**src/music_consts.svh**
```systemverilog
`ifndef MUSIC_CONSTS_SVH
`define MUSIC_CONSTS_SVH

`define PERIOD_W 17
`define LEN_W 5
`define ADDR_W 4
`define BEATS_W 9
`define BEATS_DEFAULT 300

// tone periods in clock cycles at 50 MHz
`define D5  17'd127551
`define D51 17'd120482
`define D6  17'd113636
`define D61 17'd107296
`define D7  17'd101215

`define M1  17'd95602
`define M11 17'd90253
`define M2  17'd85178
`define M21 17'd80386
`define M3  17'd75872
`define M4  17'd71633
`define M41 17'd67568
`define M5  17'd63775
`define M51 17'd60168
`define M6  17'd56818
`define M61 17'd53648
`define M7  17'd50607

`define H1  17'd47801
`define H11 17'd45086
`define H2  17'd42553
`define H21 17'd40161
`define H3  17'd37936
`define H4  17'd35791
`define H41 17'd33784
`define H5  17'd31888
`define H51 17'd30102
`define H6  17'd28409
`define H61 17'd26810
`define H7  17'd25303

`define HH1 17'd23883
`define HH2 17'd22543

`define REST_PERIOD 17'd2500  // silent, only paces the rest length

// score entry field codes
`define KIND_NOTE 1'b0
`define KIND_CTRL 1'b1
`define OCT_LOW  2'd0
`define OCT_MID  2'd1
`define OCT_HIGH 2'd2
`define OCT_TOP  2'd3
`define OP_REST 2'd0
`define OP_END  2'd1

`endif

```
**src/music_pkg.sv**
```systemverilog
`include "music_consts.svh"

package music_pkg;

  typedef logic [`PERIOD_W-1:0] period_t;  // tone period in clocks

  typedef logic [`LEN_W-1:0] note_len_t;  // entry length in steps

  // note view of a score word
  typedef struct packed {
    logic       kind;    // 0 for a note
    logic [1:0] octave;  // low, middle, high, top
    logic [2:0] degree;  // 1 to 7
    logic       sharp;
    note_len_t  len;
  } note_entry_t;

  // control view of a score word
  typedef struct packed {
    logic       kind;    // 1 for control
    logic [1:0] op;      // rest or end
    logic [3:0] unused;
    note_len_t  len;
  } ctrl_entry_t;

  // the kind bit sits in the same place in both views,
  // so the decoder reads it from either one and picks the view
  typedef union packed {
    note_entry_t note;
    ctrl_entry_t ctrl;
  } score_entry_t;

endpackage

```
**src/music_player.sv**
```systemverilog
`include "music_consts.svh"

module music_player #(
  parameter int unsigned beats_per_step = `BEATS_DEFAULT,
  parameter int unsigned clk_shift      = 0
) (
  input  logic clk,
  input  logic rst_n,
  input  logic req,
  output logic ack,
  output logic beep
);

  import music_pkg::*;

  logic [`ADDR_W-1:0] step_addr;
  period_t            period;
  note_len_t          note_len;
  logic               is_rest;
  logic               is_end;
  logic               note_load;
  logic               playing;
  logic               wave_done;
  logic               tone;

  score_rom_decoder #(
    .clk_shift (clk_shift)
  ) i_decoder (
    .clk       (clk),
    .rst_n     (rst_n),
    .step_addr (step_addr),
    .period    (period),
    .note_len  (note_len),
    .is_rest   (is_rest),
    .is_end    (is_end)
  );

  note_sequencer #(
    .beats_per_step (beats_per_step)
  ) i_sequencer (
    .clk       (clk),
    .rst_n     (rst_n),
    .req       (req),
    .note_len  (note_len),
    .is_end    (is_end),
    .wave_done (wave_done),
    .ack       (ack),
    .playing   (playing),
    .note_load (note_load),
    .step_addr (step_addr)
  );

  tone_generator i_tone (
    .clk       (clk),
    .rst_n     (rst_n),
    .note_load (note_load),
    .is_rest   (is_rest),
    .period    (period),
    .tone      (tone),
    .wave_done (wave_done)
  );

  assign beep = tone & playing;  // quiet when idle or aborted

endmodule

```
**src/note_sequencer.sv**
```systemverilog
`include "music_consts.svh"

module note_sequencer #(
  parameter int unsigned beats_per_step = `BEATS_DEFAULT
) (
  input  logic                 clk,
  input  logic                 rst_n,
  input  logic                 req,
  input  music_pkg::note_len_t note_len,
  input  logic                 is_end,
  input  logic                 wave_done,
  output logic                 ack,
  output logic                 playing,
  output logic                 note_load,
  output logic [`ADDR_W-1:0]   step_addr
);

  localparam int CNT_W = `LEN_W + `BEATS_W;
  localparam logic [`BEATS_W-1:0] BEATS = beats_per_step[`BEATS_W-1:0];

  localparam logic [1:0] ST_IDLE  = 2'd0;
  localparam logic [1:0] ST_FETCH = 2'd1;
  localparam logic [1:0] ST_PLAY  = 2'd2;
  localparam logic [1:0] ST_DONE  = 2'd3;

  logic [1:0]       state;
  logic             fetch_ready;  // decoder output matches step_addr
  logic [CNT_W-1:0] beat_cnt;     // oscillations played in this entry
  logic [CNT_W-1:0] beat_total;
  logic             step_end;

  assign beat_total = note_len * BEATS;
  assign step_end   = wave_done && (beat_cnt == beat_total - 1'b1);

  assign note_load = (state == ST_FETCH) && fetch_ready && !is_end && req;
  assign playing   = (state == ST_FETCH) || (state == ST_PLAY);
  assign ack       = (state == ST_DONE);  // held until req drops

  always_ff @(posedge clk or negedge rst_n) begin
    if (!rst_n) begin
      state       <= ST_IDLE;
      fetch_ready <= 1'b0;
      beat_cnt    <= '0;
      step_addr   <= '0;
    end else begin
      case (state)
        ST_IDLE: begin
          if (req) begin
            state       <= ST_FETCH;
            step_addr   <= '0;
            fetch_ready <= 1'b0;
          end
        end
        ST_FETCH: begin
          if (!req) begin
            state <= ST_IDLE;  // abort
          end else if (!fetch_ready) begin
            fetch_ready <= 1'b1;
          end else if (is_end) begin
            state <= ST_DONE;
          end else begin
            state    <= ST_PLAY;
            beat_cnt <= '0;
          end
        end
        ST_PLAY: begin
          if (!req) begin
            state <= ST_IDLE;
          end else if (step_end) begin
            step_addr   <= step_addr + 1'b1;
            fetch_ready <= 1'b0;
            state       <= ST_FETCH;
          end else if (wave_done) begin
            beat_cnt <= beat_cnt + 1'b1;
          end
        end
        ST_DONE: begin
          if (!req) begin
            state <= ST_IDLE;
          end
        end
        default: state <= ST_IDLE;
      endcase
    end
  end

endmodule

```
**src/score_rom_decoder.sv**
```systemverilog
`include "music_consts.svh"

module score_rom_decoder #(
  parameter int unsigned clk_shift = 0
) (
  input  logic                 clk,
  input  logic                 rst_n,
  input  logic [`ADDR_W-1:0]   step_addr,
  output music_pkg::period_t   period,
  output music_pkg::note_len_t note_len,
  output logic                 is_rest,
  output logic                 is_end
);

  import music_pkg::*;

  // run-length coded opening of the song
  localparam score_entry_t SCORE [2**`ADDR_W] = '{
    {`KIND_NOTE, `OCT_MID, 3'd6, 1'b0, 5'd2},  // M6
    {`KIND_NOTE, `OCT_MID, 3'd2, 1'b0, 5'd2},  // M2
    {`KIND_NOTE, `OCT_MID, 3'd3, 1'b0, 5'd2},  // M3
    {`KIND_NOTE, `OCT_LOW, 3'd6, 1'b0, 5'd2},  // D6
    {`KIND_CTRL, `OP_REST, 4'd0, 5'd2},
    {`KIND_NOTE, `OCT_MID, 3'd6, 1'b0, 5'd2},
    {`KIND_NOTE, `OCT_MID, 3'd2, 1'b0, 5'd2},
    {`KIND_NOTE, `OCT_MID, 3'd3, 1'b0, 5'd2},
    {`KIND_NOTE, `OCT_LOW, 3'd6, 1'b0, 5'd2},
    {`KIND_CTRL, `OP_REST, 4'd0, 5'd4},        // long rest
    {`KIND_NOTE, `OCT_MID, 3'd6, 1'b0, 5'd2},
    {`KIND_NOTE, `OCT_MID, 3'd2, 1'b0, 5'd2},
    {`KIND_NOTE, `OCT_MID, 3'd3, 1'b0, 5'd2},
    {`KIND_NOTE, `OCT_LOW, 3'd6, 1'b0, 5'd2},
    {`KIND_CTRL, `OP_REST, 4'd0, 5'd2},
    {`KIND_CTRL, `OP_END,  4'd0, 5'd0}
  };

  score_entry_t entry;
  period_t      raw_period;
  logic         hit;  // note has a table entry
  period_t      period_d;
  note_len_t    len_d;
  logic         rest_d;
  logic         end_d;

  always_comb begin
    entry      = SCORE[step_addr];
    raw_period = `REST_PERIOD;
    hit        = 1'b0;
    if (entry.note.kind == `KIND_NOTE) begin
      hit = 1'b1;
      case ({entry.note.octave, entry.note.degree, entry.note.sharp})
        {`OCT_LOW,  3'd5, 1'b0}: raw_period = `D5;
        {`OCT_LOW,  3'd5, 1'b1}: raw_period = `D51;
        {`OCT_LOW,  3'd6, 1'b0}: raw_period = `D6;
        {`OCT_LOW,  3'd6, 1'b1}: raw_period = `D61;
        {`OCT_LOW,  3'd7, 1'b0}: raw_period = `D7;
        {`OCT_MID,  3'd1, 1'b0}: raw_period = `M1;
        {`OCT_MID,  3'd1, 1'b1}: raw_period = `M11;
        {`OCT_MID,  3'd2, 1'b0}: raw_period = `M2;
        {`OCT_MID,  3'd2, 1'b1}: raw_period = `M21;
        {`OCT_MID,  3'd3, 1'b0}: raw_period = `M3;
        {`OCT_MID,  3'd4, 1'b0}: raw_period = `M4;
        {`OCT_MID,  3'd4, 1'b1}: raw_period = `M41;
        {`OCT_MID,  3'd5, 1'b0}: raw_period = `M5;
        {`OCT_MID,  3'd5, 1'b1}: raw_period = `M51;
        {`OCT_MID,  3'd6, 1'b0}: raw_period = `M6;
        {`OCT_MID,  3'd6, 1'b1}: raw_period = `M61;
        {`OCT_MID,  3'd7, 1'b0}: raw_period = `M7;
        {`OCT_HIGH, 3'd1, 1'b0}: raw_period = `H1;
        {`OCT_HIGH, 3'd1, 1'b1}: raw_period = `H11;
        {`OCT_HIGH, 3'd2, 1'b0}: raw_period = `H2;
        {`OCT_HIGH, 3'd2, 1'b1}: raw_period = `H21;
        {`OCT_HIGH, 3'd3, 1'b0}: raw_period = `H3;
        {`OCT_HIGH, 3'd4, 1'b0}: raw_period = `H4;
        {`OCT_HIGH, 3'd4, 1'b1}: raw_period = `H41;
        {`OCT_HIGH, 3'd5, 1'b0}: raw_period = `H5;
        {`OCT_HIGH, 3'd5, 1'b1}: raw_period = `H51;
        {`OCT_HIGH, 3'd6, 1'b0}: raw_period = `H6;
        {`OCT_HIGH, 3'd6, 1'b1}: raw_period = `H61;
        {`OCT_HIGH, 3'd7, 1'b0}: raw_period = `H7;
        {`OCT_TOP,  3'd1, 1'b0}: raw_period = `HH1;
        {`OCT_TOP,  3'd2, 1'b0}: raw_period = `HH2;
        default:                 hit = 1'b0;  // unknown tone plays as a rest
      endcase
    end
  end

  assign period_d = raw_period >> clk_shift;
  assign len_d    = entry.note.len;  // same bits in both views
  assign end_d    = (entry.ctrl.kind == `KIND_CTRL) && (entry.ctrl.op == `OP_END);
  assign rest_d   = (entry.ctrl.kind == `KIND_CTRL) ? !end_d : !hit;

  always_ff @(posedge clk or negedge rst_n) begin
    if (!rst_n) begin
      is_rest <= 1'b0;
      is_end  <= 1'b0;
    end else begin
      is_rest <= rest_d;
      is_end  <= end_d;
    end
  end

  always_ff @(posedge clk) begin
    period   <= period_d;
    note_len <= len_d;
  end

endmodule

```
**src/tone_generator.sv**
```systemverilog
`include "music_consts.svh"

module tone_generator (
  input  logic               clk,
  input  logic               rst_n,
  input  logic               note_load,
  input  logic               is_rest,
  input  music_pkg::period_t period,
  output logic               tone,
  output logic               wave_done
);

  import music_pkg::*;

  period_t cur_period;  // period of the note being played
  period_t cnt;
  logic    cur_rest;
  logic    wrap;

  assign wrap = (cnt == cur_period - 1'b1);

  always_ff @(posedge clk or negedge rst_n) begin
    if (!rst_n) begin
      cur_period <= '0;
      cur_rest   <= 1'b1;  // silent until the first note
      cnt        <= '0;
    end else if (note_load) begin
      cur_period <= period;
      cur_rest   <= is_rest;
      cnt        <= '0;
    end else if (wrap) begin
      cnt <= '0;
    end else begin
      cnt <= cnt + 1'b1;
    end
  end

  // low first half, high second half, odd periods give the extra cycle to the high half
  assign tone      = !cur_rest && (cnt >= (cur_period >> 1));
  assign wave_done = wrap;

endmodule
```
**config.mk**
```make
export PLATFORM = sky130hd
export DESIGN_NAME = music_player
export DESIGN_NICKNAME = d
export VERILOG_FILES = /design/src/music_pkg.sv /design/src/music_player.sv /design/src/note_sequencer.sv /design/src/score_rom_decoder.sv /design/src/tone_generator.sv
export VERILOG_INCLUDE_DIRS = /design/src /design/src/src
export SDC_FILE = /design/constraint.sdc
export NUM_CORES = 1
export LEC_CHECK = 0
export BUFFER_PORTS_ARGS = -buffer_cell sky130_fd_sc_hd__buf_4
export CAP_MARGIN = 20
export CORE_UTILIZATION = 53
export CTS_CLUSTER_DIAMETER = 100
export DETAILED_ROUTE_END_ITERATION = 8
export GPL_ROUTABILITY_DRIVEN = 0
export GPL_TIMING_DRIVEN = 0
export PLACE_DENSITY = 0.69
export SYNTH_ARGS = -nofsm -noshare
export SYNTH_HDL_FRONTEND = slang
export SYNTH_SLANG_ARGS = --single-unit
export TNS_END_PERCENT = 1
```
**constraint.sdc**
```tcl
create_clock -name clk -period 4.1 [get_ports clk]
set_input_delay 0.205 -clock clk [delete_from_list [all_inputs] [get_ports clk]]
set_output_delay 0.205 -clock clk [all_outputs]
set_load 0.02 [all_outputs]
```
Word level (Yosys, flattened, before mapping)
Memory sizes are Yosys's and may differ from the RTL's. Cells that the tools add are included.

Add/sub/neg operators: 5. Multipliers: 1. Div/mod/pow operators: 0. $lt $le $gt $ge: 2. Equal/unequal tests: 48. Shifts and indexed selects: 0. Muxes and demuxes: 32. Bitwise gates (word level): 2. Reduce and logical (&&, ||, !) cells: 20.

Operators by type and width (number): 17-bit one-hot mux with 31 select lines (1); 6-bit == test, second input constant (14); 14-bit two-way mux (6); 6-bit by 5-bit == test with 1-bit output, second input constant (12); 17-bit two-way mux (2); 31-bit OR reduction (1); 6-bit by 4-bit == test with 1-bit output, second input constant (5); 14-bit one-hot mux with 2 select lines (1); 12-bit two-way mux (2); 17-bit by 1-bit adder with 17-bit output, second input constant (1); 17-bit == test (1); 17-bit by 16-bit >= comparator with 1-bit output (1); 17-bit by 1-bit subtractor with 17-bit output, second input constant (1); 14-bit by 1-bit adder with 14-bit output, second input constant (1); 14-bit == test (1); 14-bit by 1-bit subtractor with 14-bit output, second input constant (1); 5-bit by 7-bit multiplier with 12-bit output, second input constant (1); 2-bit two-way mux (6); 4-bit two-way mux (3); 2-bit inequality test, second input constant (6); 1-bit two-way mux (8); 2-bit one-hot mux with 4 select lines (1); 4-bit one-hot mux with 2 select lines (1); 4-bit AND reduction (2); 17 further kinds (31).

Bits in registers: 80. Bits in latches: 0. Bits in writable memories: 0. Bits in read-only memories: 192. Bits of input ports: 3. Output and inout bits: 2. Word-level logic and storage cells: 122. Memories kept: 1.

Memories: (no name shown) (depth 16, width 12, read ports 1, clocked after memory_dff 0, write ports 0, RTL line score_rom_decoder.sv:46) `entry = SCORE[step_addr];`.

Depth between registers and ports, before layout
Gate-level depths: netlist of run 1.

Word-level depth: 10. Mapped depth: 12. Mapped depth without buffers: 10.

By module
Synthesis of run 1 repeated with hierarchy kept, for this count alone.

Cells, all modules: 701. Area total of the unflattened synthesis: 6359.8 sq um.

Modules (own cells, without submodules): tone_generator (instances 1, cells each 287, area an instance 2646.3 sq um, sequential area each 877.1 sq um); note_sequencer (instances 1, cells each 298, area an instance 2565.0 sq um, sequential area each 525.5 sq um); score_rom_decoder (instances 1, cells each 115, area an instance 1142.3 sq um, sequential area each 430.4 sq um); music_player (instances 1, cells each 1, area an instance 6.3 sq um, sequential area each 0.0 sq um).

Least setup slack after synthesis of run 1
No wires, ideal clock.

Kind: reg-to-reg. Start: reg i_tone.cur_period[0]. End: reg i_sequencer.step_addr[1]. Setup time: 0.124 ns. Arrival time: 2.742 ns. Data required time: 3.976 ns. Setup slack: 1.234 ns. Stages on the path, launching flop included: 13. Buffers on the path: 2. Clock period less this slack: 2.866 ns. Path through: dfrtp_1 -> buf_6 -> inv_1 -> ha_1 -> nor3b_2 -> nand3_1 -> or3_1 -> o311ai_0 -> nand3b_1 -> or3_1 -> buf_2 -> and3_1 -> a211o_1.

Longest elaborated chain between the ends: 5.

Ends and longest elaborated chain: start: declaration (RTL line tone_generator.sv:15) `period_t cur_period;`; start signal: assignment (RTL line tone_generator.sv:28) `cur_period <= period;`; 17-bit by 1-bit subtractor with 17-bit output (RTL line tone_generator.sv:20) `assign wrap = (cnt == cur_period - 1'b1);`; 17-bit == test (RTL line tone_generator.sv:20); 1-bit logical AND (RTL line note_sequencer.sv:33) `assign step_end = wave_done && (beat_cnt == beat_total - 1'b1);`; 2-bit by 1-bit inequality test with 1-bit output (no line); 4-bit AND reduction (no line); end signal: assignment (RTL line note_sequencer.sv:70) `step_addr <= step_addr + 1'b1;`; end: declaration (RTL line note_sequencer.sv:15) `` output logic [`ADDR_W-1:0] step_addr ``.

No other way between the ends. A chain may end at the register's enable or synchronous reset.

Final worst setup path of run 1
Start: reg i_tone.cur_period[1]. End: reg i_tone.cnt[12].

Longest elaborated chain between the ends: 4.

Ends and longest elaborated chain: 17-bit by 1-bit subtractor with 17-bit output (RTL line tone_generator.sv:20); 17-bit == test (RTL line tone_generator.sv:20); 17-bit two-way mux (RTL line tone_generator.sv:31) `end else if (wrap) begin`; 17-bit two-way mux (RTL line tone_generator.sv:27) `end else if (note_load) begin`; end signal: assignment (RTL line tone_generator.sv:34) `cnt <= cnt + 1'b1;`; end: declaration (RTL line tone_generator.sv:16) `period_t cnt;`.

No other way between the ends.

==> results of run 1 <==
kinds of logic after synthesis:
group           after synthesis  synth area share (%)
compound gates               77                  10.8
xor+xnor                     52                  9.45
fa+ha+maj                    33                  8.57
buf+inv                      53                  4.52
flops                        77                  38.0
mux                          28                  6.44
simple gates                203                  22.2
what timing repair did:
action / CTS / global route
hold endpoints to repair: 57 / 0
resized for setup: 0 / 0
setup endpoints to repair: 0 / 0
hold buffers: 1 / 0
state kept, by name, indices dropped and copies added (netlist names):
register / count
i_tone.cnt: 17
i_sequencer.beat_cnt: 14
i_decoder.is_end: 1
i_tone.cur_rest: 1
i_sequencer.step_addr: 4
i_sequencer.state: 2
i_sequencer.fetch_ready: 1
i_tone.cur_period: 17
i_decoder.period: 17
i_decoder.note_len: 2
i_decoder.is_rest: 1
power breakdown:
part | internal (mW) | switching (mW) | total, mW
Combinational | 0.373 | 0.493 | 0.866
Clock | 0.297 | 0.331 | 0.629
Sequential | 0.850 | 0.145 | 0.995
critical path, stage by stage, from the launching register on:
cell and delay [ns]:
dfrtp_1 0.49, inv_1 0.09, ha_1 0.28, nor3b_2 0.45, nand3_1 0.16, or3_1 0.39, o311ai_0 0.15, nand3b_1 0.26
o21ai_1 0.68, clkbuf_1 0.45, nor2_1 0.12
metal layers:
metal	share of wire, %	routed length (um)
met1	47	4940
met2	46	4860
met3	5.0	530
met4	2.1	223
met5	0	0
cell type report:
class	instances	area (sq um)	share of cell area, %
Clock inverter	7	88.8	1.71
Tap cell	108	135	2.60
Inverter	31	116	2.24
Timing Repair Buffer	5	40.0	0.769
Buffer	22	101	1.95
Clock buffer	9	124	2.38
Multi-Input combinational cell	393	2770	53.2
Sequential cell	77	1830	35.2
placed cells by master (no fill, tap or decap), drive strengths merged, types with 8 or more instances in the layout:
| cell | synthesis | routed |
|---|---|---|
| nor2 | 57 | 57 |
| dfrtp | 57 | 57 |
| inv | 31 | 35 |
| nand2 | 34 | 34 |
| xnor2 | 33 | 33 |
| ha | 33 | 33 |
| nand3 | 27 | 27 |
| mux2 | 24 | 24 |
| clkbuf | 15 | 24 |
| o21ai | 20 | 20 |
| xor2 | 19 | 19 |
| dfxtp | 19 | 19 |
| nor4 | 15 | 15 |
| a21oi | 14 | 14 |
| and3 | 12 | 12 |
| nor3 | 11 | 11 |
| buf | 7 | 11 |
| nand4 | 9 | 9 |
| nand2b | 8 | 8 |
how the worst min path moves through the flow:
| stage | startpoint | end | slack [ns] |
|---|---|---|---|
| 2_1_floorplan | rst_n | i_decoder.is_end$_DFF_PN0_ | -0.09 |
| 3_3_place_gp | rst_n | i_tone.cnt[8]$_DFF_PN0_ | 0.32 |
| 5_1_grt | req | i_sequencer.fetch_ready$_DFFE_PN0P_ | 0.23 |
| 6_report | req | i_sequencer.fetch_ready$_DFFE_PN0P_ | 0.20 |
| 3_5_place_dp | rst_n | i_tone.cnt[8]$_DFF_PN0_ | 0.33 |
| 4_1_cts | req | i_sequencer.fetch_ready$_DFFE_PN0P_ | 0.20 |
==> summary.txt, run 1 <==
Final layout
  • Finished Cell Area: 5210 sq um
  • Synth-to-layout area growth: 8.05%
  • Proportion of layout cells with a drive suffix above 1: 10.8%
  • Fin util: 59.4%
  • Fill cells: 768
  • Non-Filler Instances: 652
  • # nets final: 575
  • Ant diodes: 0

Floorplan
  • Die area: 9480 sq um
  • Core Rows: 34
  • Core area: 8760 sq um
  • Starting Density: 55.0%
  • Chip width: 97.4 um
  • # IOs: 5
  • Die H: 97.4 um

Route
  • Vias per Instance: 5.97
  • Final wirelength: 10600 um
  • Via count: 3891
  • DRC Markers: 0
  • TritonRoute pass-1 iters: 5
  • WL per Instance: 16.2 um
  • DR iter-0 viols: 199
  • Final ANT Viol Nets: 0

Timing
  • Final period util: 88.7%
  • Tightest Pin Transition: 0.769 ns
  • Max-slew headroom: 48.4%
  • Final setup fails: 0
  • Final Hold Vio Count: 0
  • Hold Worst Slack: 0.203 ns
  • RSZ-0062 raised after global routing: false
  • Pins Over Slew Limit: 0
  • Fin crit period: 3.64 ns
  • Maximum clock frequency: 275 MHz
  • Smallest setup slack after layout: 0.464 ns
  • Total Negative Setup Slacks: 0 ns
  • Skew final: 0.0265 ns

CTS
  • H-tree depth: 3
  • Skew-Pair Late Insertion Delay: 0.37 ns
  • Reg clk slew, reported paths: 0.11 ns
  • TritonCTS clock tree: built
  • CTS buffer count: 9
  • Clk buf depth: 2
  • CTS Root Cell: clkbuf_8
  • Num Clock Sinks: 77
  • Post-CTS Setup Bufs: 0

Synth
  • Post-synth cell types: 61
  • Ranking of synthesized cells by area: dfrtp_1 30%, ha_1 8.6%, dfxtp_1 7.9%, xnor2_1 6.0%, mux2_2 5.6%
  • Flops & latches, synth: 77
  • Synth warn: 0
  • Post-synth top area cell: dfrtp_1
  • Post-synthesis cell area: 4820 sq um
  • Cells after Synth: 523
  • Register area share after synthesis: 38.0%
  • Primary FF master, synth: dfrtp_1
  • EDFF count, synth: 0
  • Post-synth top area share: 29.6%
  • Synth async-reset ratio: 75.3%
  • Syn nets: 559
  • Avg Cell Area, Syn: 9.21 sq um
  • Most instantiated cells after synthesis: 57 x dfrtp_1, 57 x nor2_1, 34 x nand2_1, 33 x ha_1, 33 x xnor2_1

Global route
  • Grt met3 use: 3.74%
  • GR Util met2: 38.4%
  • Vias in the first global route: 3716
  • Initial antenna violation count: 0
  • Met1 usage in global routing: 32.9%
  • GRT Util Overall: 23.7%
  • Largest net degree at the start of global routing: 59
  • GRT overflow: 0
  • Gr busiest metal: met2
  • Global-route wire length before repair: 18200 um

Place
  • HPWL after DPL: 7690 um
  • Placement Setup Slack: 0.499 ns
  • Placed Area: 4980 sq um
  • # port buffers: 4
  • Dpl cells: 635

Setup path
  • Crit. Startpoint: i_tone.cur_period[1]$_DFFE_PN0P_
  • Reg-to-reg endpoint: i_tone.cnt[12]$_DFF_PN0_
  • Critical path endpoint: i_tone.cnt[12]$_DFF_PN0_
  • Reg2reg setup slack: 0.46 ns
  • FF-to-FF path depth: 10
  • Setup CP Type: reg2reg
  • Crit. End Element: register
  • Crit path DAT: 3.88 ns
  • Kind of start point of the critical path: register
  • Worst Path Required: 4.35 ns
  • Worst flop-to-flop path startpoint: i_tone.cur_period[1]$_DFFE_PN0P_
  • Worst-path maximum fanout: 10

Power and ir drop
  • VDD IR max: 0.298 mV
  • Final Power: 2.49 mW
  • Pwr Density: 478 nW/um^2
  • Leak: 2.27 nW

Run
  • Max Cap Viol: 0

Worst hold path
  • Hold depth: 3
  • Hold WC Path Type: in2reg

Outcome
  • Status: complete, no violations
Power figures use the tool's default switching activity.
==> run 2, diff against run 1 <==
--- a/config.mk
+++ b/config.mk
@@ -14,6 +14,7 @@
 export GPL_ROUTABILITY_DRIVEN = 0
 export GPL_TIMING_DRIVEN = 0
 export PLACE_DENSITY = 0.69
+export REMOVE_ABC_BUFFERS = 1
 export SYNTH_ARGS = -nofsm -noshare
 export SYNTH_HDL_FRONTEND = slang
 export SYNTH_SLANG_ARGS = --single-unit
==> run 2 against run 1 <==
Net effect: sequential cell count did not move; routed wire length is 6.7% lower; largest power group unchanged; cell area fell by 1.5%; first-iteration DRC count fell by 8.5%; clock power fell by 9.4%; power fell by 3.5%; critical endpoint is now i_sequencer.step_addr[1]$_DFFE_PN0P_; non-clock buffer count down 18; sequential share of layout area increased by 0.55 points; largest cell class unchanged; highest routed layer unchanged.
==> summary.txt, run 2 (synthesis results as in run 1) <==
Setup path
  • Worst Path Required: 4.35 ns (about the same)
  • FF-to-FF path depth: 10 (unchanged)
  • Crit path DAT: 4.06 ns (+0.18 ns)
  • Setup CP Type: reg2reg
  • Kind of start point of the critical path: register
  • Worst-path maximum fanout: 13 (+3)
  • Crit. End Element: register

CTS
  • CTS buffer count: 9 (unchanged)
  • Num Clock Sinks: 77 (unchanged)
  • TritonCTS clock tree: built
  • H-tree depth: 3 (unchanged)
  • CTS Root Cell: clkbuf_8
  • Clk buf depth: 2 (unchanged)
  • Post-CTS sizing: 0 (unchanged)
  • Skew-Pair Late Insertion Delay: 0.36 ns (about the same)
  • Reg clk slew, reported paths: 0.10 ns (about the same)

Power and ir drop
  • Final Power: 2.40 mW (-3.5%)
  • Clock power share: 23.7% (-1.6 points)
  • Pwr Density: 468 nW/um^2 (-2.0%)
  • Flop pwr share: 43.2% (+3.2 points)
  • Combinational share of power: 33.0% (-1.8 points)
  • Pint: 1.45 mW (-4.6%)
  • Leak: 2.24 nW (-1.2%)
  • VDD IR max: 0.242 mV (-19%)
  • Sw Share: 39.6% (+0.68 points)
  • P_sw: 951 uW (-1.8%)

Global route
  • GRT overflow: 0 (unchanged)
  • Grt met3 use: 4.32% (+0.58 points)
  • Gr busiest metal: met2
  • Met1 usage in global routing: 30.7% (-2.2 points)
  • GRT Util Overall: 21.8% (-1.9 points)
  • Initial antenna violation count: 0 (unchanged)
  • Vias in the first global route: 3512 (-5.5%)
  • Largest net degree at the start of global routing: 59 (unchanged)
  • GR Util met2: 34.3% (-4.1 points)
  • Global-route wire length before repair: 16800 um (-7.8%)

Final layout
  • Biggest regs: i_decoder.period: 17 flops, i_tone.cnt: 17 flops, i_tone.cur_period: 17 flops
  • Ant diodes: 0 (unchanged)
  • # nets final: 557 (-3.1%)
  • Non-Filler Instances: 634 (-2.8%)
  • Fin util: 58.5% (-0.91 points)
  • Commonest cells after routing, fill and taps aside: 57 x nor2_1, 57 x dfrtp_1, 34 x nand2_1, 33 x xnor2_1, 33 x ha_1
  • Proportion of layout cells with a drive suffix above 1: 11.0% (+0.18 points)
  • Synth-to-layout area growth: 6.39%

Floorplan
  • Core area: 8760 sq um (unchanged)
  • Die area: 9480 sq um (unchanged)
  • Starting Density: 55.0% (unchanged)
  • # IOs: 5 (unchanged)
  • Core Rows: 34 (unchanged)
  • Chip width: 97.4 um (unchanged)
  • Die H: 97.4 um (unchanged)

Route
  • DRC Markers: 0 (unchanged)
  • Vias per Instance: 5.84 (-2.1%)
  • Via count: 3704 (-4.8%)
  • DR iter-0 viols: 182 (-8.5%)
  • Final wirelength: 9840 um (-6.7%)
  • Final ANT Viol Nets: 0 (unchanged)
  • WL per Instance: 15.5 um (-4.1%)
  • TritonRoute pass-1 iters: 4 (-1)

Timing
  • Smallest setup slack after layout: 0.289 ns (-0.175 ns)
  • Pins Over Slew Limit: 0 (unchanged)
  • Tightest Pin Transition: 0.737 ns (-0.0324 ns)
  • Final Hold Vio Count: 0 (unchanged)
  • Total Negative Setup Slacks: 0 ns (unchanged)
  • Final period util: 92.9% (+4.3 points)
  • Fin crit period: 3.81 ns (+0.175 ns)
  • Final setup fails: 0 (unchanged)
  • Maximum clock frequency: 262 MHz (-4.6%)
  • Max-slew headroom: 50.9% (+2.5 points)
  • RSZ-0062 raised after global routing: false
  • Skew final: 0.0147 ns (-0.0118 ns)

Outcome
  • Status: complete, no violations

Worst hold path
  • Hold WC Path Type: in2reg
  • Hold depth: 3 (unchanged)

Place
  • Placement Setup Slack: 0.297 ns (-0.203 ns)
  • Dpl cells: 614 (-3.3%)
  • HPWL after DPL: 7280 um (-5.4%)
  • # port buffers: 4 (unchanged)

Run
  • Max Cap Viol: 0 (unchanged)
run 2: final cells by class:
class	instances	area, sq um
clock buffers	9	124
clock inverters	7	76.3
fillers	772	3640
inverters	31	116
multi-input cells	393	2770
flip-flops and latches	77	1830
well taps	108	135
repair buffers	9	73.8
run 2: worst max-delay path, cell delays in order (launching register included):
cell and delay, ns:
dfrtp_1 0.51, inv_1 0.10, ha_1 0.27, nor3b_2 0.40, nand4_1 0.17, xnor2_1 0.29, o2111a_1 0.23, nand4b_1 0.52
or3_1 0.72, and3_1 0.25, a211o_1 0.25
run 2: timing repair:
action | CTS | global route
buffers inserted | 0 | 3
hold buffers | 1 | 0
endpoints found under the setup margin | 0 | 1
hold endpoints to repair | 57 | 0
run 2: power groups by stage:
stage	clock [mW]	combinational [mW]	sequential, mW
2_1_floorplan	0	0.621	0.991
3_3_place_gp	0	0.753	1.04
3_5_place_dp	0	0.784	1.05
4_1_cts	0.587	0.792	1.03
5_1_grt	0.623	0.891	1.06
6_report	0.570	0.794	1.04
run 2: metal layers:
layer	wire, um	up-vias
met1	4880	1787
li1	-	1845
met2	4480	58
met5	0	-
met3	360	14
met4	117	0
run 2: stage by stage:
step                      hold slack, ns  cell area [sq um]
after global placement             0.320               4880
after global routing               0.243               5130
after detailed placement           0.322               4890
final                              0.228               5130
after CTS                          0.211               5100
after floorplan                  -0.0906               4720
run 2: worst paths after layout:
kind / from / to / slack (ns)
min in group asynchronous: rst_n / i_tone.cnt[8]$_DFF_PN0_ / 0.44
worst max-delay path: i_tone.cur_period[1]$_DFFE_PN0P_ / i_sequencer.step_addr[1]$_DFFE_PN0P_ / 0.29
worst min-delay path: req / i_sequencer.state[0]$_DFFE_PN0P_ / 0.23
worst max register to register: i_tone.cur_period[1]$_DFFE_PN0P_ / i_sequencer.step_addr[1]$_DFFE_PN0P_ / 0.29
max in group asynchronous: rst_n / i_tone.cur_period[0]$_DFFE_PN0P_ / 3.16
worst min register to register: i_decoder.period[16]$_SDFF_PN0_ / i_tone.cur_period[16]$_DFFE_PN0P_ / 0.46
==> run 3, diff against run 2 <==
--- a/config.mk
+++ b/config.mk
@@ -6,6 +6,7 @@
 export SDC_FILE = /design/constraint.sdc
 export NUM_CORES = 1
 export LEC_CHECK = 0
+export ABC_AREA = 1
 export BUFFER_PORTS_ARGS = -buffer_cell sky130_fd_sc_hd__buf_4
 export CAP_MARGIN = 20
 export CORE_UTILIZATION = 53
==> run 3 against run 2 <==
Net effect: combinational power up 100%; largest cell class unchanged; sequential power is 13% higher; via count is 18% higher; highest routed layer unchanged.
==> summary.txt, run 3 <==
Power and ir drop
  • VDD IR max: 0.349 mV (+44%)
  • P_sw: 1.55 mW (+63%)
  • Sw Share: 46.2% (+6.6 points)
  • Combinational share of power: 47.2% (+14 points)
  • Leak: 2.76 nW (+23%)
  • Flop pwr share: 35.0% (-8.2 points)
  • Pint: 1.81 mW (+25%)
  • Pwr Density: 621 nW/um^2 (+32%)
  • Clock power share: 17.8% (-5.9 points)

Floorplan
  • Core area: 9240 sq um (+5.4%)
  • Die H: 99.7 um (+2.4%)
  • Starting Density: 54.7% (-0.24 points)
  • Chip width: 99.7 um (+2.4%)
  • Die area: 9940 sq um (+4.9%)
  • Core Rows: 35 (+2.9%)
  • # IOs: 5 (unchanged)

Final layout
  • Biggest regs: i_decoder.period: 17 flops, i_tone.cnt: 17 flops, i_tone.cur_period: 17 flops
  • Ant diodes: 0 (unchanged)
  • Synth-to-layout area growth: 7.17%
  • Commonest cells after routing, fill and taps aside: 185 x nand2_1, 97 x nor2_1, 90 x inv_1, 57 x nand3_1, 57 x dfrtp_1
  • Finished Cell Area: 5420 sq um (+5.8%)
  • Proportion of layout cells with a drive suffix above 1: 5.85% (-5.2 points)
  • Non-Filler Instances: 847 (+34%)
  • # nets final: 749 (+34%)
  • Commonest non-fill, non-tap cell in the layout: nand2_1

Global route
  • GRT Util Overall: 24.1% (+2.2 points)
  • Met1 usage in global routing: 31.3% (+0.62 points)
  • Vias in the first global route: 4053 (+15%)
  • Global-route wire length before repair: 18900 um (+12%)
  • GRT overflow: 0 (unchanged)
  • Grt met3 use: 3.87% (-0.45 points)
  • Initial antenna violation count: 0 (unchanged)
  • GR Util met2: 39.3% (+5.0 points)
  • Largest net degree at the start of global routing: 59 (unchanged)
  • Gr busiest metal: met2

Run
  • Max Cap Viol: 0 (unchanged)

Timing
  • Pins Over Slew Limit: 0 (unchanged)
  • Final period util: 65.8% (-27 points)
  • Max-slew headroom: 49.8% (-1.1 points)
  • RSZ-0062 raised after global routing: false
  • Tightest Pin Transition: 0.754 ns (+0.0169 ns)
  • Maximum clock frequency: 371 MHz (+41%)
  • Fin crit period: 2.70 ns (-1.11 ns)
  • Final setup fails: 0 (unchanged)
  • Final Hold Vio Count: 0 (unchanged)
  • Skew final: 0.0160 ns (+0.00133 ns)

Synth
  • Cells after Synth: 709 (+36%)
  • Primary FF master, synth: dfrtp_1
  • EDFF count, synth: 0 (unchanged)
  • Post-synth top area share: 28.2% (-1.4 points)
  • Most instantiated cells after synthesis: 185 x nand2_1, 97 x nor2_1, 90 x inv_1, 57 x dfrtp_1, 57 x nand3_1
  • Flops & latches, synth: 77 (unchanged)
  • Post-synthesis cell area: 5060 sq um (+5.0%)
  • Register area share after synthesis: 36.2% (-1.8 points)
  • Avg Cell Area, Syn: 7.13 sq um (-23%)
  • Post-synth top area cell: dfrtp_1
  • Post-synth cell types: 40 (-34%)
  • Most frequent cell after synthesis: nand2_1
  • Synth async-reset ratio: 75.3% (unchanged)
  • Synth warn: 0 (unchanged)
  • Ranking of synthesized cells by area: dfrtp_1 28%, nand2_1 14%, ha_1 8.2%, dfxtp_1 7.5%, nor2_1 7.2%

CTS
  • Reg clk slew, reported paths: 0.09 ns (about the same)
  • Clk buf depth: 2 (unchanged)
  • Num Clock Sinks: 77 (unchanged)
  • TritonCTS clock tree: built
  • H-tree depth: 3 (unchanged)
  • Skew-Pair Late Insertion Delay: 0.35 ns (about the same)
  • CTS buffer count: 9 (unchanged)
  • CTS Root Cell: clkbuf_8

Route
  • DR iter-0 viols: 260 (+43%)
  • Vias per Instance: 5.18 (-11%)
  • WL per Instance: 13.1 um (-16%)
  • Final ANT Viol Nets: 0 (unchanged)
  • Final wirelength: 11100 um (+12%)
  • TritonRoute pass-1 iters: 5 (+1)
  • DRC Markers: 0 (unchanged)
  • Via count: 4386 (+18%)

Setup path
  • Worst flop-to-flop path startpoint: i_tone.cur_period[0]$_DFFE_PN0P_
  • Setup CP Type: reg2reg
  • Critical path's largest stage delay: 0.40 ns (-0.32 ns)
  • Slowest stage cell on the critical path: dfrtp_1
  • CP Cell Sequence: inv_1 -> ha_1 -> nand2_1 -> nor2_1 -> nand2_1 -> nand2_1 -> nand2_1 -> nor2_1 -> nand2_1 -> nor2_2 -> nand3_2 -> nand2_4 -> o21ai_0
  • FF-to-FF path depth: 13 (+3)
  • Worst Path Required: 4.32 ns (-0.03 ns)
  • Buf/Inv on CP: 1 (unchanged)
  • Kind of start point of the critical path: register
  • Crit path max-delay family: simple AND/OR/NAND/NOR gates
  • Crit. End Element: register
  • Reg2reg setup slack: 1.40 ns (+1.11 ns)
  • Crit path DAT: 2.92 ns (-1.14 ns)
  • Most frequent CP cell: nand2_1
  • Reg-to-reg endpoint: i_sequencer.beat_cnt[8]$_DFFE_PN0P_
  • Critical Path Stages: 13 (+3)
  • Worst-path maximum fanout: 17 (+4)

Outcome
  • Status: complete, no violations

Place
  • HPWL after DPL: 8410 um (+16%)
  • Placed Area: 5200 sq um (+6.3%)
  • # port buffers: 4 (unchanged)
  • Dpl cells: 830 (+35%)

Worst hold path
  • Hold depth: 4 (+1)
  • Hold_sp: req
  • Hold path endpoint: i_sequencer.state[0]$_DFFE_PN0P_
  • Hold WC Path Type: in2reg
[run 3: changes by cell type in the layout (fill, tap and decap cells not counted), sizes merged, moves of 5 or more]
| cell | delta |
|---|---|
| and3 | -12 |
| nand2b | -8 |
| xnor2 | -26 |
| o21ai | +18 |
| or3 | -5 |
| xor2 | +11 |
| nor2 | +46 |
| nand3 | +32 |
| nand4b | -5 |
| inv | +57 |
| mux2 | -24 |
| nand2 | +155 |
| nor4 | -10 |
| nand4 | +10 |
[run 3: through the flow]
| step | total power, mW | util (%) | setup WS [ns] | hold WS [ns] | TNS [ns] |
|---|---|---|---|---|---|
| floorplan | 2.35 | - | 1.01 | -0.0906 | 0 |
| global placement | 2.71 | 56.0 | -0.0857 | 0.333 | -0.410 |
| detailed placement | 2.76 | 56.3 | 1.43 | 0.329 | 0 |
| CTS | 3.37 | 58.7 | 1.42 | 0.229 | 0 |
| global route | 3.69 | 58.7 | 1.14 | 0.234 | 0 |
| finish | 3.36 | 58.7 | 1.40 | 0.250 | 0 |
[run 3: timing repair]
item,4_1_cts,5_1_grt
gates resized for setup,0,0
hold buffers,1,0
endpoints found under the hold margin,57,0
buffers inserted,0,0
[run 3: worst max path at each step]
stage                                           to  slack, ns                        startpoint
2_1_floorplan              i_tone.cnt[0]$_DFF_PN0_       1.01  i_sequencer.state[1]$_DFFE_PN0P_
3_3_place_gp               i_tone.cnt[0]$_DFF_PN0_      -0.09  i_sequencer.state[1]$_DFFE_PN0P_
3_5_place_dp   i_sequencer.beat_cnt[8]$_DFFE_PN0P_       1.43  i_tone.cur_period[0]$_DFFE_PN0P_
4_1_cts        i_sequencer.beat_cnt[8]$_DFFE_PN0P_       1.42  i_tone.cur_period[0]$_DFFE_PN0P_
5_1_grt        i_sequencer.beat_cnt[8]$_DFFE_PN0P_       1.14  i_tone.cur_period[0]$_DFFE_PN0P_
6_report       i_sequencer.beat_cnt[8]$_DFFE_PN0P_       1.40  i_tone.cur_period[0]$_DFFE_PN0P_
[run 3: cell type report]
class                      instances  area (sq um)
tap                              129           161
clock inverter                     6          71.3
multi-input combinational        526          2810
fill                             843          3820
clock buffer                      10           138
timing repair buffer               7          62.6
sequential                        77          1830
inverter                          92           345
[run 3: cell families (layout without fill, tap and decap cells)]
kind of cell             after synthesis  in the layout  share of synthesized area (%)
AND/OR/NAND/NOR                      391            391                           33.5
buffers and inverters                106            115                           8.31
flip-flops                            77             77                           36.2
AO/OA/AOI/OAI                         65             65                           7.35
XOR/XNOR                              37             37                           6.41
adder cells (fa/ha/maj)               33             33                           8.16
[run 3: worst min-delay path: cells and delay by family]
family | cells | cell delay, ns
AOI/OAI and AO/OA | 1 | 0.10
and+or+nand+nor | 2 | 0.14
buffers and inverters | 1 | 0.12
[run 3: power by group through the flow]
stage               combinational [mW]  clock [mW]  sequential (mW)
global route                      1.83       0.651             1.21
floorplan                         1.24           0             1.12
detailed placement                1.57           0             1.19
CTS                               1.58       0.618             1.17
global placement                  1.53           0             1.18
finish                            1.59       0.600             1.18
[run 3: metal layers]
layer | vias up | share of wire [%]
met1 | 2004 | 48
met5 | - | 0
li1 | 2273 | -
met3 | 24 | 3.2
met2 | 85 | 46
met4 | 0 | 3.0
